File: src/mcu_params.svh
`ifndef MCU_PARAMS_SVH
`define MCU_PARAMS_SVH

// serial bit time in core clocks, short for simulation
`define CLKS_PER_BIT 8

// bytes taken from the serial port before the core is released
`define LOAD_BYTES 64

// MOVX @DPTR,A to this address goes out on the transmitter
`define TX_DPTR 16'h0201

// code memory address width, 1 KB
`define CODE_AW 10

`endif

File: src/mcu_pkg.sv
`include "mcu_params.svh"

package mcu_pkg;

   // full-byte opcodes
   localparam logic [7:0] OP_INCA   = 8'h04;
   localparam logic [7:0] OP_RRC    = 8'h13;
   localparam logic [7:0] OP_DECA   = 8'h14;
   localparam logic [7:0] OP_RL     = 8'h23;
   localparam logic [7:0] OP_ADDAI  = 8'h24;
   localparam logic [7:0] OP_RLC    = 8'h33;
   localparam logic [7:0] OP_JC     = 8'h40;
   localparam logic [7:0] OP_ORLA   = 8'h44;  // orl a,#imm
   localparam logic [7:0] OP_JNC    = 8'h50;
   localparam logic [7:0] OP_ANLAI  = 8'h54;
   localparam logic [7:0] OP_JZ     = 8'h60;
   localparam logic [7:0] OP_XRLA   = 8'h64;  // xrl a,#imm
   localparam logic [7:0] OP_JNZ    = 8'h70;
   localparam logic [7:0] OP_MOVAI  = 8'h74;
   localparam logic [7:0] OP_SJMP   = 8'h80;
   localparam logic [7:0] OP_MOVDP  = 8'h90;  // mov dptr,#imm16
   localparam logic [7:0] OP_SUBBAI = 8'h94;
   localparam logic [7:0] OP_CLRC   = 8'hC3;
   localparam logic [7:0] OP_SETBC  = 8'hD3;
   localparam logic [7:0] OP_CLRA   = 8'hE4;
   localparam logic [7:0] OP_MOVXDA = 8'hF0;  // movx @dptr,a
   localparam logic [7:0] OP_CPLA   = 8'hF4;

   // register instructions, matched on the upper five bits
   localparam logic [4:0] GRP_INCR  = 5'h01;
   localparam logic [4:0] GRP_ADDAR = 5'h05;
   localparam logic [4:0] GRP_DJNZR = 5'h1B;
   localparam logic [4:0] GRP_MOVAR = 5'h1D;
   localparam logic [4:0] GRP_MOVRA = 5'h1F;

   typedef struct packed {
      logic [4:0] grp;
      logic [2:0] rn;   // working register index
   } op_grp_s;

   typedef union packed {
      logic [7:0] code;
      op_grp_s    g;
   } op_word_u;

   typedef struct packed {
      op_word_u            op;
      logic [7:0]          op1;      // immediate, rel or dptr high
      logic [7:0]          op2;      // dptr low
      logic [`CODE_AW-1:0] next_pc;
   } instr_s;

   typedef struct packed {
      logic                taken;
      logic [`CODE_AW-1:0] target;
   } branch_s;

   typedef struct packed {
      logic       valid;
      logic [7:0] data;
   } tx_req_s;

endpackage

File: src/code_loader.sv
`timescale 1ns/1ns
`include "mcu_params.svh"

module code_loader (
   input  logic                i_clk,
   input  logic                i_nrst,
   input  logic [7:0]          i_byte,
   input  logic                i_byte_valid,
   input  logic [`CODE_AW-1:0] i_fetch_addr,
   output logic                o_code_wr,
   output logic [`CODE_AW-1:0] o_code_addr,
   output logic [7:0]          o_code_data,
   output logic                o_load_done
);

   localparam logic [`CODE_AW-1:0] LAST = `LOAD_BYTES - 1;

   logic [`CODE_AW-1:0] count;   // bytes written so far

   assign o_code_wr   = i_byte_valid & ~o_load_done;
   assign o_code_data = i_byte;
   assign o_code_addr = o_load_done ? i_fetch_addr : count;   // core owns the bus after load

   always_ff @(posedge i_clk or negedge i_nrst) begin
      if (!i_nrst) begin
         count       <= '0;
         o_load_done <= 1'b0;
      end else if (o_code_wr) begin
         count <= count + 1'b1;
         if (count == LAST) o_load_done <= 1'b1;
      end
   end

endmodule

File: src/execute.sv
`timescale 1ns/1ns
`include "mcu_params.svh"

module execute import mcu_pkg::*; (
   input  logic    i_clk,
   input  logic    i_nrst,
   input  instr_s  i_instr,
   input  logic    i_instr_valid,
   input  logic    i_tx_ready,
   output logic    o_exec_done,
   output branch_s o_branch,
   output tx_req_s o_tx
);

   op_word_u        op;
   logic [7:0]      acc;
   logic [7:0]      acc_nx;
   logic            carry;
   logic            c_nx;
   logic [7:0][7:0] regs;     // r0..r7
   logic [15:0]     dptr;
   logic [7:0]      r_sel;
   logic [7:0]      r_dec;
   logic [7:0]      r_nx;
   logic            r_wr;
   logic [8:0]      sum;
   logic [8:0]      diff;
   logic            taken;
   logic            movx_tx;
   logic            pend;     // transmit request still waiting

   assign op    = i_instr.op;
   assign r_sel = regs[op.g.rn];
   assign r_dec = r_sel - 1'b1;

   ////////////////////////////////////////
   // alu

   assign sum  = {1'b0, acc} + {1'b0, (op.g.grp == GRP_ADDAR) ? r_sel : i_instr.op1};
   assign diff = {1'b0, acc} - {1'b0, i_instr.op1} - {8'd0, carry};   // bit 8 is the borrow

   always_comb begin
      acc_nx = acc;
      c_nx   = carry;
      case (op.code)
         OP_MOVAI:  acc_nx = i_instr.op1;
         OP_ADDAI:  {c_nx, acc_nx} = sum;
         OP_SUBBAI: {c_nx, acc_nx} = diff;
         OP_ANLAI:  acc_nx = acc & i_instr.op1;
         OP_ORLA:   acc_nx = acc | i_instr.op1;
         OP_XRLA:   acc_nx = acc ^ i_instr.op1;
         OP_INCA:   acc_nx = acc + 8'd1;   // carry untouched
         OP_DECA:   acc_nx = acc - 8'd1;
         OP_CPLA:   acc_nx = ~acc;
         OP_CLRA:   acc_nx = 8'd0;
         OP_RL:     acc_nx = {acc[6:0], acc[7]};
         OP_RLC:    {c_nx, acc_nx} = {acc, carry};
         OP_RRC:    {acc_nx, c_nx} = {carry, acc};
         OP_CLRC:   c_nx = 1'b0;
         OP_SETBC:  c_nx = 1'b1;
         default: begin
            if (op.g.grp == GRP_ADDAR) {c_nx, acc_nx} = sum;
            else if (op.g.grp == GRP_MOVAR) acc_nx = r_sel;
         end
      endcase
   end

   assign r_wr = (op.g.grp == GRP_MOVRA) || (op.g.grp == GRP_INCR) || (op.g.grp == GRP_DJNZR);
   assign r_nx = (op.g.grp == GRP_MOVRA) ? acc :
                 (op.g.grp == GRP_INCR)  ? r_sel + 8'd1 :
                                           r_dec;

   always_ff @(posedge i_clk or negedge i_nrst) begin
      if (!i_nrst) begin
         acc   <= '0;
         carry <= 1'b0;
         regs  <= '0;
         dptr  <= '0;
      end else if (i_instr_valid) begin
         acc   <= acc_nx;
         carry <= c_nx;
         if (r_wr) regs[op.g.rn] <= r_nx;
         if (op.code == OP_MOVDP) dptr <= {i_instr.op1, i_instr.op2};
      end
   end

   ////////////////////////////////////////
   // branches, target relative to next instruction

   always_comb begin
      case (op.code)
         OP_SJMP: taken = 1'b1;
         OP_JZ:   taken = (acc == 8'd0);
         OP_JNZ:  taken = (acc != 8'd0);
         OP_JC:   taken = carry;
         OP_JNC:  taken = ~carry;
         default: taken = (op.g.grp == GRP_DJNZR) && (r_dec != 8'd0);
      endcase
   end

   assign o_branch.taken  = taken;
   assign o_branch.target = i_instr.next_pc + {{(`CODE_AW - 8){i_instr.op1[7]}}, i_instr.op1};

   ////////////////////////////////////////
   // transmit handshake

   assign movx_tx    = (op.code == OP_MOVXDA) && (dptr == `TX_DPTR);
   assign o_tx.valid = (i_instr_valid | pend) & movx_tx;
   assign o_tx.data  = acc;   // acc frozen while the core waits

   always_ff @(posedge i_clk or negedge i_nrst) begin
      if (!i_nrst) pend <= 1'b0;
      else pend <= o_tx.valid & ~i_tx_ready;
   end

   assign o_exec_done = (i_instr_valid & ~movx_tx) | (o_tx.valid & i_tx_ready);

endmodule

File: src/fetch_decode.sv
`timescale 1ns/1ns
`include "mcu_params.svh"

module fetch_decode import mcu_pkg::*; (
   input  logic                i_clk,
   input  logic                i_nrst,
   input  logic                i_load_done,
   input  logic [7:0]          i_code_data,
   input  logic                i_exec_done,
   input  branch_s             i_branch,
   output logic [`CODE_AW-1:0] o_fetch_addr,
   output instr_s              o_instr,
   output logic                o_instr_valid
);

   localparam logic [2:0] SM_FETCH = 3'd0;
   localparam logic [2:0] SM_DEC0  = 3'd1;
   localparam logic [2:0] SM_DEC1  = 3'd2;
   localparam logic [2:0] SM_DEC2  = 3'd3;
   localparam logic [2:0] SM_WAIT  = 3'd4;

   logic [2:0]          state;
   logic [`CODE_AW-1:0] pc;
   op_word_u            op_q;
   logic [7:0]          op1_q;
   logic [7:0]          op2_q;
   logic [1:0]          len;
   logic                last;   // final byte of the instruction on the bus

   function automatic logic [1:0] instr_len(op_word_u w);
      if (w.code == OP_MOVDP) return 2'd3;
      if (w.g.grp == GRP_DJNZR) return 2'd2;
      case (w.code)
         OP_MOVAI, OP_ADDAI, OP_SUBBAI, OP_ANLAI, OP_ORLA, OP_XRLA,
         OP_SJMP, OP_JZ, OP_JNZ, OP_JC, OP_JNC: return 2'd2;
         default: return 2'd1;
      endcase
   endfunction

   ////////////////////////////////////////
   // sequencer

   // opcode straight off the bus in decode0, latched after that
   assign len  = instr_len((state == SM_DEC0) ? op_word_u'(i_code_data) : op_q);
   assign last = (state == SM_DEC0 && len == 2'd1) ||
                 (state == SM_DEC1 && len == 2'd2) ||
                 (state == SM_DEC2);

   always_ff @(posedge i_clk or negedge i_nrst) begin
      if (!i_nrst) begin
         state         <= SM_FETCH;
         pc            <= '0;
         o_instr_valid <= 1'b0;
      end else begin
         o_instr_valid <= last;
         case (state)
            SM_FETCH: if (i_load_done) state <= SM_DEC0;
            SM_DEC0, SM_DEC1, SM_DEC2: begin
               pc    <= pc + 1'b1;
               state <= last ? SM_WAIT : state + 3'd1;
            end
            SM_WAIT: if (i_exec_done) begin   // may stall on MOVX
               state <= SM_FETCH;
               pc    <= i_branch.taken ? i_branch.target : pc;
            end
            default: state <= SM_FETCH;
         endcase
      end
   end

   ////////////////////////////////////////
   // operand latches

   always_ff @(posedge i_clk) begin
      if (state == SM_DEC0) op_q.code <= i_code_data;
      if (state == SM_DEC1) op1_q <= i_code_data;
      if (state == SM_DEC2) op2_q <= i_code_data;
   end

   assign o_fetch_addr    = pc;
   assign o_instr.op      = op_q;
   assign o_instr.op1     = op1_q;
   assign o_instr.op2     = op2_q;
   assign o_instr.next_pc = pc;   // already past the last byte

endmodule

File: src/mcu_top.sv
`timescale 1ns/1ns
`include "mcu_params.svh"

module mcu_top import mcu_pkg::*; (
   input  logic                i_clk,
   input  logic                i_nrst,
   input  logic                i_uart_rx,
   input  logic [7:0]          i_code_data,
   output logic                o_uart_tx,
   output logic                o_code_wr,
   output logic [`CODE_AW-1:0] o_code_addr,
   output logic [7:0]          o_code_data
);

   logic [7:0]          rx_byte;
   logic                rx_valid;
   logic                load_done;
   logic [`CODE_AW-1:0] fetch_addr;
   instr_s              instr;
   logic                instr_valid;
   logic                exec_done;
   branch_s             branch;
   tx_req_s             tx_req;
   logic                tx_ready;

   // serial loader
   uart_rx u_rx (.i_clk, .i_nrst, .i_rx(i_uart_rx), .o_byte(rx_byte), .o_byte_valid(rx_valid));

   code_loader u_loader (.i_clk, .i_nrst, .i_byte(rx_byte), .i_byte_valid(rx_valid),
      .i_fetch_addr(fetch_addr), .o_code_wr, .o_code_addr, .o_code_data,
      .o_load_done(load_done));

   // core
   fetch_decode u_fetch (.i_clk, .i_nrst, .i_load_done(load_done), .i_code_data,
      .i_exec_done(exec_done), .i_branch(branch), .o_fetch_addr(fetch_addr),
      .o_instr(instr), .o_instr_valid(instr_valid));

   execute u_exec (.i_clk, .i_nrst, .i_instr(instr), .i_instr_valid(instr_valid),
      .i_tx_ready(tx_ready), .o_exec_done(exec_done), .o_branch(branch), .o_tx(tx_req));

   uart_tx u_tx (.i_clk, .i_nrst, .i_tx(tx_req), .o_tx_ready(tx_ready), .o_uart_tx);

endmodule

File: src/uart_rx.sv
`timescale 1ns/1ns
`include "mcu_params.svh"

module uart_rx (
   input  logic       i_clk,
   input  logic       i_nrst,
   input  logic       i_rx,
   output logic [7:0] o_byte,
   output logic       o_byte_valid
);

   localparam int CW = $clog2(`CLKS_PER_BIT);
   localparam logic [1:0] SM_IDLE  = 2'd0;
   localparam logic [1:0] SM_START = 2'd1;
   localparam logic [1:0] SM_RECV  = 2'd2;
   localparam logic [1:0] SM_STOP  = 2'd3;

   logic          rx_s;
   logic [1:0]    state;
   logic [CW-1:0] cnt;
   logic          half;
   logic          full;
   logic [7:0]    shift;

   always_ff @(posedge i_clk or negedge i_nrst) begin
      if (!i_nrst) rx_s <= 1'b1;   // line idles high
      else rx_s <= i_rx;
   end

   assign half = (cnt == CW'(`CLKS_PER_BIT / 2 - 1));
   assign full = (cnt == CW'(`CLKS_PER_BIT - 1));

   always_ff @(posedge i_clk or negedge i_nrst) begin
      if (!i_nrst) begin
         state <= SM_IDLE;
         cnt   <= '0;
      end else begin
         cnt <= cnt + 1'b1;
         case (state)
            SM_IDLE: begin
               cnt <= '0;
               if (!rx_s) state <= SM_START;
            end
            SM_START: if (half) begin
               cnt   <= '0;
               state <= rx_s ? SM_IDLE : SM_RECV;   // high again means a glitch
            end
            SM_RECV: if (full) begin
               cnt <= '0;
               if (shift[0]) state <= SM_STOP;   // marker reached the bottom
            end
            SM_STOP: if (full) begin
               cnt   <= '0;
               state <= SM_IDLE;
            end
         endcase
      end
   end

   // lsb first, marker bit falls out on the eighth sample
   always_ff @(posedge i_clk) begin
      if (state == SM_START && half) shift <= 8'h80;
      else if (state == SM_RECV && full) shift <= {rx_s, shift[7:1]};
   end

   assign o_byte       = shift;
   assign o_byte_valid = (state == SM_STOP) && full;   // middle of stop bit

endmodule

File: src/uart_tx.sv
`timescale 1ns/1ns
`include "mcu_params.svh"

module uart_tx import mcu_pkg::*; (
   input  logic    i_clk,
   input  logic    i_nrst,
   input  tx_req_s i_tx,
   output logic    o_tx_ready,
   output logic    o_uart_tx
);

   localparam int CW = $clog2(`CLKS_PER_BIT);
   localparam logic [1:0] SM_IDLE  = 2'd0;
   localparam logic [1:0] SM_START = 2'd1;
   localparam logic [1:0] SM_SEND  = 2'd2;

   logic [1:0]    state;
   logic [CW-1:0] cnt;
   logic [3:0]    nbit;    // data bits plus the stop bit
   logic [7:0]    shift;
   logic          tick;    // end of a bit time

   assign tick       = (cnt == CW'(`CLKS_PER_BIT - 1));
   assign o_tx_ready = (state == SM_IDLE);
   assign o_uart_tx  = (state == SM_IDLE)  ? 1'b1 :
                       (state == SM_START) ? 1'b0 :
                                             shift[0];

   always_ff @(posedge i_clk or negedge i_nrst) begin
      if (!i_nrst) begin
         state <= SM_IDLE;
         cnt   <= '0;
         nbit  <= '0;
      end else begin
         cnt <= (state == SM_IDLE || tick) ? '0 : cnt + 1'b1;
         case (state)
            SM_IDLE: if (i_tx.valid) state <= SM_START;
            SM_START: if (tick) begin
               state <= SM_SEND;
               nbit  <= '0;
            end
            SM_SEND: if (tick) begin
               nbit <= nbit + 1'b1;
               if (nbit == 4'd8) state <= SM_IDLE;   // stop bit done
            end
            default: state <= SM_IDLE;
         endcase
      end
   end

   // ones fill in from the top, so the ninth bit is the stop bit
   always_ff @(posedge i_clk) begin
      if (o_tx_ready && i_tx.valid) shift <= i_tx.data;
      else if (state == SM_SEND && tick) shift <= {1'b1, shift[7:1]};
   end

endmodule
File: config.mk
export PLATFORM = sky130hd
export DESIGN_NAME = mcu_top
export DESIGN_NICKNAME = d
export VERILOG_FILES = /design/src/mcu_pkg.sv /design/src/code_loader.sv /design/src/execute.sv /design/src/fetch_decode.sv /design/src/mcu_top.sv /design/src/uart_rx.sv /design/src/uart_tx.sv
export VERILOG_INCLUDE_DIRS = /design/src /design/src/src
export SDC_FILE = /design/constraint.sdc
export NUM_CORES = 1
export LEC_CHECK = 0
export BUFFER_PORTS_ARGS = -buffer_cell sky130_fd_sc_hd__buf_2
export CORE_ASPECT_RATIO = 0.75
export CORE_MARGIN = 10
export CORE_UTILIZATION = 30
export DETAILED_ROUTE_END_ITERATION = 8
export PLACE_DENSITY_LB_ADDON = 0.05
export SYNTH_ARGS = -nofsm -noshare
export SYNTH_HDL_FRONTEND = slang
export SYNTH_HIERARCHICAL = 1
export SYNTH_SLANG_ARGS = --single-unit
export TNS_END_PERCENT = 10
File: constraint.sdc
create_clock -name i_clk -period 5.48 [get_ports i_clk]
set_input_delay 1.096 -clock i_clk [delete_from_list [all_inputs] [get_ports i_clk]]
set_output_delay 1.096 -clock i_clk [all_outputs]
set_load 0.01 [all_outputs]
== Word-level counts from Yosys, hierarchy flattened ==
Cells that the tools add are included.

* Bits in latches: 0
* Register bits: 170
* ROM bits: 0
* Memories: 0
* Output and inout bits: 20
* Bits in writable memories: 0
* Logic and storage cells: 225
* Bits of input ports: 11

* Add/sub/neg operators: 14
* Div/mod/pow operators: 0
* Reductions and logical operators: 41
* Muxes and demuxes: 54
* Bitwise gates (word level): 17
* Eq/ne operators: 69
* Multipliers: 0
* Shifts and indexed selects: 0
* Magnitude comparators: 2

{| class="wikitable"
|+ Operators by type and width
! operator !! count
|-
| 8-bit by 7-bit == test with 1-bit output, second input constant || 16
|-
| 8-bit one-hot mux with 14 select lines || 1
|-
| 8-bit == test, second input constant || 11
|-
| 8-bit 2-to-1 mux || 10
|-
| 64-bit bitwise mux || 1
|-
| 8-bit by 6-bit == test with 1-bit output, second input constant || 4
|-
| 10-bit 2-to-1 mux || 3
|-
| 2-bit 2-to-1 mux || 15
|-
| 8-bit binary-select mux with 3-bit select || 1
|-
| 8-bit demux with 3-bit select || 1
|-
| 10-bit by 1-bit adder with 10-bit output, second input constant || 2
|-
| 5-bit == test, second input constant || 4
|-
| 10-bit one-hot mux with 2 select lines || 1
|-
| 3-bit 2-to-1 mux || 6
|-
| 3-bit one-hot mux with 3 select lines || 2
|-
| 8-bit by 1-bit adder with 8-bit output, second input constant || 2
|-
| 16-bit by 10-bit == test with 1-bit output, second input constant || 1
|-
| 8-bit by 5-bit == test with 1-bit output, second input constant || 2
|-
| 2-bit by 1-bit inequality test with 1-bit output, second input constant || 8
|-
| 8-bit nonzero test || 2
|-
| 8-bit by 1-bit subtractor with 8-bit output, second input constant || 2
|-
| 15-bit nonzero test || 1
|-
| 3-bit AND reduction || 4
|-
| 11-bit OR reduction || 1
|-
| 46 further kinds || 96
|}

== Longest topological paths before layout ==
Gate-level depths: netlist of run 1.

* Word-level depth: 13
* Gate-level depth with buffers: 18
* Depth with buffers taken out: 13

== Modules after synthesis ==
Netlist of run 1, hierarchy kept.

{| class="wikitable"
|+ Modules (own cells, without submodules)
! module !! area an instance (sq um) !! instances !! cells an instance !! seq. area each (sq um)
|-
| execute || 7309.5 || 1 || 877 || 2252.2
|-
| fetch_decode || 2020.7 || 1 || 198 || 991.0
|-
| uart_tx || 887.1 || 1 || 70 || 465.4
|-
| uart_rx || 734.5 || 1 || 77 || 311.5
|-
| code_loader || 680.7 || 1 || 59 || 275.3
|}

== Worst setup path before layout of run 1 ==
No wires, ideal clock.

* Path type: reg-to-reg
* Start: reg u_fetch/op_q[5] (netlist name)
* End: reg u_exec.acc[6]
* Stages on the path, launching flop included: 18
* Buffers on the path: 5
* Required time: 5.339 ns
* Arrival time: 3.792 ns
* Setup time: 0.141 ns
* Period minus slack after synthesis: 3.934 ns
* Setup slack: 1.546 ns
* Path through: dfxtp_1 clkbuf_1 clkbuf_1 clkbuf_1 nand3_1 clkbuf_1 clkbuf_1 nand2_1 o21ai_0 ha_1 fa_1 a21o_1 a21oi_1 nor2_1 or4_1 o311a_1 a221oi_1 o221ai_1

* Longest elaborated chain between the ends: 5
* Elaborated cells on any way between the ends: 25
* Classes of those cells: add/sub: 1; eq/ne: 17; mux: 3; bitwise: 1; reduce/logical: 3

{| class="wikitable"
|+ Ends and longest elaborated chain
! item !! line !! RTL
|-
| start: declaration || fetch_decode.sv:24 || <nowiki>op_word_u op_q;</nowiki>
|-
| 5-bit by 3-bit == test with 1-bit output || execute.sv:39, execute.sv:62 ||
|-
| 8-bit 2-to-1 mux || execute.sv:39 || <nowiki>assign sum = {1'b0, acc} + {1'b0, (op.g.grp == GRP_ADDAR) ? r_sel : i_instr.op1};</nowiki>
|-
| 8-bit by 8-bit adder with 9-bit output || execute.sv:39 ||
|-
| 8-bit 2-to-1 mux || execute.sv:62 || <nowiki>if (op.g.grp == GRP_ADDAR) {c_nx, acc_nx} = sum;</nowiki>
|-
| 8-bit one-hot mux with 14 select lines || execute.sv:45 || <nowiki>case (op.code)</nowiki>
|-
| end signal: assignment || execute.sv:80 || <nowiki>acc <= acc_nx;</nowiki>
|-
| end: declaration || execute.sv:16 || <nowiki>logic [7:0] acc;</nowiki>
|}

Parallel ways exist; a longest one is shown, timed or not.
A chain may end at the register's enable or synchronous reset.

== Final worst setup path of run 1 ==
* Start: reg u_fetch/op_q[7] (netlist name)
* End: reg u_exec.acc[6]

Same word-level chain as after synthesis.

==> results of run 1 <==
-- final timing paths --
| path | start | end | depth (start not counted) |
|---|---|---|---|
| worst max-delay path | u_fetch/op_q[7] | u_exec/acc[6] | 13 |
| worst min-delay path | u_rx/cnt[0] | u_rx/cnt[0] | 1 |
| worst max register to register | u_fetch/op_q[7] | u_exec/acc[6] | 13 |
| worst min register to register | u_rx/cnt[0] | u_rx/cnt[0] | 1 |
| max in group asynchronous | i_nrst | u_exec/regs[37] | 2 |
| min in group asynchronous | i_nrst | u_tx/state[1] | 1 |
-- cell usage after synthesis, types with 7 or more instances --
master    number
nand4_1        9
o21ai_1        9
mux2i_1       25
o211ai_1       8
nor4_1        10
xor2_1        19
buf_4         22
dfrtp_1      129
nor2b_1       14
and2_1        11
a22oi_1       13
xnor2_1       17
mux2_4         8
or4_1         22
nand3_1       44
ha_1          67
a21o_1        11
mux4_2         7
o221ai_1      11
o31ai_1       16
clkbuf_1      51
nor3_1        46
nand2_1      159
a22o_1         8
inv_1         61
mux2_2        25
a31oi_1        8
edfxtp_1      24
buf_6         11
a211oi_2       7
buf_2         13
o21ai_0       87
a21oi_1       72
dfxtp_1       16
nor2_1        86
or3_1          8
o22ai_1       12
-- power by group --
| group | internal, µW | leakage, µW | switching [µW] |
|---|---|---|---|
| Clock | 692 | 0.000292 | 604 |
| Combinational | 64.9 | 0.00302 | 82.9 |
| Sequential | 1300 | 0.00212 | 50.2 |
| Total | 2060 | 0.00543 | 737 |
-- routing by layer --
layer	wire length (µm)	part of all wire (%)	vias up	GRT usage (%)
met4	290	0.82	0	3.28
met3	1870	5.3	14	3.56
li1	-	-	4570	-
met2	13700	38	201	19.7
met1	19700	55	4639	24.5
met5	0	0	-	0
-- layout by cell type (no fill, tap or decap), types with 12 or more instances in the layout --
cell,count
nand2_1,159
dfrtp_1,129
o21ai_0,87
nor2_1,86
a21oi_1,72
ha_1,67
inv_1,61
nor3_1,46
nand3_1,44
buf_2,29
mux2i_1,25
mux2_2,25
edfxtp_1,24
or4_1,22
buf_4,20
xor2_1,19
clkbuf_16,17
xnor2_1,17
o31ai_1,16
dfxtp_1,15
nor2b_1,13
a22oi_1,13
o22ai_1,12
-- registers in the layout (all words and copies together), names as in the netlist, 4 cells and up, named ones only --
signal / count
u_fetch/op1_q: 8
u_fetch/o_fetch_addr: 10
u_exec/acc: 8
u_exec/regs: 64
u_tx/shift: 8
u_tx/nbit: 4
u_fetch/op_q: 8
u_rx/o_byte: 8
u_exec/dptr: 16
u_fetch/op2_q: 8
u_loader/count: 10
-- kinds of logic after synthesis --
family / after synthesis / synth area share, %
adder cells (fa/ha/maj): 71 / 7.90
XOR/XNOR: 36 / 2.71
AO/OA/AOI/OAI: 313 / 17.7
flip-flops: 170 / 36.9
AND/OR/NAND/NOR: 461 / 20.1
multiplexers: 69 / 7.73
buffers and inverters: 161 / 6.89
-- stage by stage --
stage	util [%]	hold slack (ns)	area, µm²
after floorplan	-	0.410	11600
after global placement	31.4	0.426	12000
after detailed placement	31.4	0.428	12000
after CTS	33.0	0.439	12600
after global routing	33.0	0.443	12600
final	33.0	0.431	12600
-- area by class of cell --
| type | count | area, µm² | share of cell area (%) |
|---|---|---|---|
| well taps | 512 | 641 | 5.07 |
| multi-input cells | 950 | 6540 | 51.7 |
| flip-flops and latches | 170 | 4300 | 34.0 |
| clock inverters | 15 | 179 | 1.42 |
| inverters | 62 | 233 | 1.84 |
| clock buffers | 17 | 425 | 3.37 |
| repair buffers | 51 | 327 | 2.58 |
==> results.toml, run 1 <==
[yosys]
synthCells = 1281
yosysTopAreaCellShare_pct = 27.8
synth_edf_count = 24
syn_avg_cell_area_um2 = 9.08
syn_area_um2 = 11600
synth_cell_types = 98
async_flop_share_pct = 76.5
yosys_register_bits = 170
yosysTopAreaCell = "dfrtp_1"
ys_warn_count = 6
yosysSeqAreaShare_pct = 36.9
synth_nets = 1363
synth_ff_type = "dfrtp_1"
synth_area_leaders = "dfrtp_1, ha_1, edfxtp_1, nand2_1, o21ai_0"

[finish]
instances_no_fill = 1777
n_fill_cell = 4029
diodes = 0
layout.nets = 1334
drive_above_1_share_pct = 12.6
area_growth_syn_to_layout_pct = 8.65

[timing]
slew_headroom_pct = 38.4
maxSlewViolCount = 0
tns_ns = 0
setup_ws_ns = 1.30
min_period_ns = 4.18
fmax_mhz = 239
setup_viol = 0
clock_skew_ns = 0.0153
finalHoldViolCount = 0
worst_pin_slew_ns = 0.922
rsz0062_at_grt = "no"
timing.final.crit_share_pct = 76.3

[route]
wl_per_cell_um = 20.0
drtAntennaViolNets = 0
dr.pass1.iters = 7
drc = 0
via_per_inst = 5.30
via_count = 9424
drt_iter0_drc = 674
wl_mm = 35.5

[setup_path]
crit_required_ns = 5.80
arrival_ns = 4.50
cp_cell_sequence = "nor3_1, nand3_1, nand2_1, o21ai_0, ha_1, fa_1, a21o_1, a21oi_1, nor2_1, or4_1, o311a_1, a221oi_1, o221ai_1"
cp_slowest_cell = "nand3_1"
crit_path_max_fanout = 21
end_kind = "flip-flop"
reg2reg_slack_ns = 1.30
max_stage_delay_ns = 0.60
criticalPathCategory = "reg2reg"
start_kind = "flip-flop"
crit_family = "simple AND/OR/NAND/NOR gates"
critPathBufInv = 0

[global_route]
grt_pass1_wl_mm = 55.6
grt_overflow_total = 0
grt_pass1_vias = 8850
grt_max_degree = 82
grt_util_all_layers_pct = 15.3
antenna_found_initial = 1

[die]
fp.dieArea_um2 = 47100
io_pins = 31
die_w_um = 247
num_rows = 62
die_y_um = 191
initial_core_util_pct = 30.4
core_area_um2 = 38300

[job]
cap_violations = 0

[cts]
cts_tree = "done"
cts_setup_buffers = 0
hold_buffers = 0
worstSkewPairLatency_ns = 0.46
cts.root.buffer_cell = "clkbuf_16"
h-tree-depth = 4
clk_path_buf_depth = 2
path_clk_slew_ns = 0.07
cts_buffers = 17
clkSinkCount = 170
cts_resized = 0

[power_and_ir_drop]
p_per_area_nw_per_um2 = 221
p_leak_uw = 0.00543
ir_drop_mv = 0.191
total_power_uw = 2800

[placed_design]
gp_congestion = 0.830
portBuffers = 30
place_hpwl_mm = 25.8
place_worst_setup_slack_ns = 1.41
dpl.cell_count = 1745

[status]
outcome = "completed"

[hold_path]
holdCritPathClass = "reg2reg"
Note: power is estimated with default switching activity, not from simulation.
==> run 2: changes to the inputs <==
- clock period: 5.48 -> 3.45 ns (I/O delays scaled with it)
==> results.toml, run 2 (same netlist as run 1, synthesis figures left out) <==
[status]
outcome = "completed"

[route]
drc = 0
highest_layer = "met4"
wl_met2_mm = 13.9
wl_mm = 36.5
met1Wirelength_mm = 20.6
drt_iter0_drc = 787
wl_per_cell_um = 19.7
via_count = 9575
drtAntennaViolNets = 0
dr.pass1.iters = 8
via_per_inst = 5.18
route.met3.wl_mm = 1.66

[placed_design]
dpl.cell_count = 1817
dpl-instance-area_um2 = 12600
place_hpwl_mm = 27.4
gp_congestion = 0.835
portBuffers = 30

[cts]
h-tree-depth = 4
cts.root.buffer_cell = "clkbuf_16"
cts_tree = "done"
worstSkewPairLatency_ns = 0.47
clkSinkCount = 170
cts_buffers = 17
hold_buffers = 0
path_clk_slew_ns = 0.07
clk_path_buf_depth = 2

[global_route]
grt_max_degree = 62
grt_pass1_vias = 9258
antenna_found_initial = 0
grt_pass1_wl_mm = 57.7
grt_util_all_layers_pct = 15.9
grt_overflow_total = 0

[setup_path]
max_stage_delay_ns = 0.49
end_kind = "flip-flop"
path_common_cell = "nor2_1"
cp_cell_sequence = "mux4_2, nor2_1, or2_1, o21ai_1, ha_2, fa_2, a21o_1, a21oi_2, nor2_1, or4_1, o311a_1, a221oi_1, o221ai_1"
crit_path_max_fanout = 5
crit_required_ns = 3.78
r2r-end = "u_exec/acc[6]"
reg2reg_slack_ns = 0.15
cp_slowest_cell = "mux4_2"
start_kind = "flip-flop"
criticalPathCategory = "reg2reg"
arrival_ns = 3.63
r2r_cells = 13
r2r_start = "u_fetch/op_q[0]"

[die]
core_area_um2 = 38300
fp.dieArea_um2 = 47100
die_y_um = 191
num_rows = 62
die_w_um = 247
io_pins = 31
initial_core_util_pct = 30.4

[timing]
clock_skew_ns = 0.0114
holdWs_ns = 0.192
fmax_mhz = 303
setup_viol = 0
rsz0062_at_grt = "yes"
slew_headroom_pct = 42.7
timing.final.crit_share_pct = 95.6
finalHoldViolCount = 0
worst_pin_slew_ns = 0.859
tns_ns = 0
maxSlewViolCount = 0
min_period_ns = 3.30

[finish]
largest_register_ffs = 64
layout_common_cells = "nand2_1, dfrtp_1, buf_4"
top_regs = "u_exec/regs (64), u_exec/dptr (16)"
final_common_cell = "nand2_1"
instances_no_fill = 1850
drive_above_1_share_pct = 18.0
area_growth_syn_to_layout_pct = 13.5
top_register = "u_exec/regs"
layout.nets = 1407
n_fill_cell = 4053
diodes = 0
post-route-cell-area_um2 = 13200

[hold_path]
holdCritPathClass = "in2async"

[job]
cap_violations = 0

[power_and_ir_drop]
p_leak_uw = 0.00575
p_per_area_nw_per_um2 = 328
ir_drop_mv = 0.344
total_power_uw = 4330
run 2: changes by cell type in the layout (fill, tap and decap cells not counted), moves of 2 or more:
cell,change
o21ai_0,-2
inv_6,+2
nor3_1,-2
nor3_2,+2
inv_8,-3
buf_4,+72
run 2: how the worst max path moves through the flow:
stage,cells past startpoint,endpoint,from
2_1_floorplan,15,u_exec/acc[6],u_fetch/op_q[0]
3_3_place_gp,12,u_exec/acc[2],u_fetch/op_q[1]
3_5_place_dp,13,u_exec/acc[5],u_fetch/op_q[0]
4_1_cts,13,u_exec/acc[5],u_fetch/op_q[0]
5_1_grt,13,u_exec/acc[6],u_fetch/op_q[0]
6_report,13,u_exec/acc[6],u_fetch/op_q[0]
run 2: layout make-up:
cell class | instances | area (µm²) | area share, %
Timing Repair Buffer | 124 | 887 | 6.72
Multi-Input combinational cell | 950 | 6570 | 49.8
Tap cell | 512 | 641 | 4.85
Clock inverter | 14 | 136 | 1.03
Clock buffer | 18 | 429 | 3.25
Sequential cell | 170 | 4300 | 32.6
Inverter | 62 | 233 | 1.76
run 2: worst max-delay path, delay by kind of cell (launching register included):
family | cells | cell delay (ns)
mux | 1 | 0.49
compound gates | 6 | 1.02
simple gates | 4 | 0.73
flops | 1 | 0.38
fa+ha+maj | 2 | 0.55
run 2: stage by stage:
| step | setup slack, ns | util [%] |
|---|---|---|
| after global placement | 0.0615 | 32.9 |
| after CTS | 0.0383 | 34.4 |
| after global routing | -0.00182 | 34.4 |
| after detailed placement | 0.0499 | 32.9 |
| final | 0.152 | 34.4 |
| after floorplan | 0.0226 | - |
run 2: routing by layer:
metal | track usage [%] | vias up
met2 | 20.2 | 210
met3 | 3.33 | 16
li1 | - | 4703
met1 | 25.9 | 4646
met5 | 0 | -
met4 | 3.25 | 0
run 2: where the power goes:
part	internal (µW)	switching [µW]
clock network	1010	925
logic	107	163
registers	2070	51.7
total	3190	1140
run 2: timing repair:
item,4_1_cts,5_1_grt
buffers inserted,0,1
resized for setup,0,10
endpoints found under the setup margin,0,4
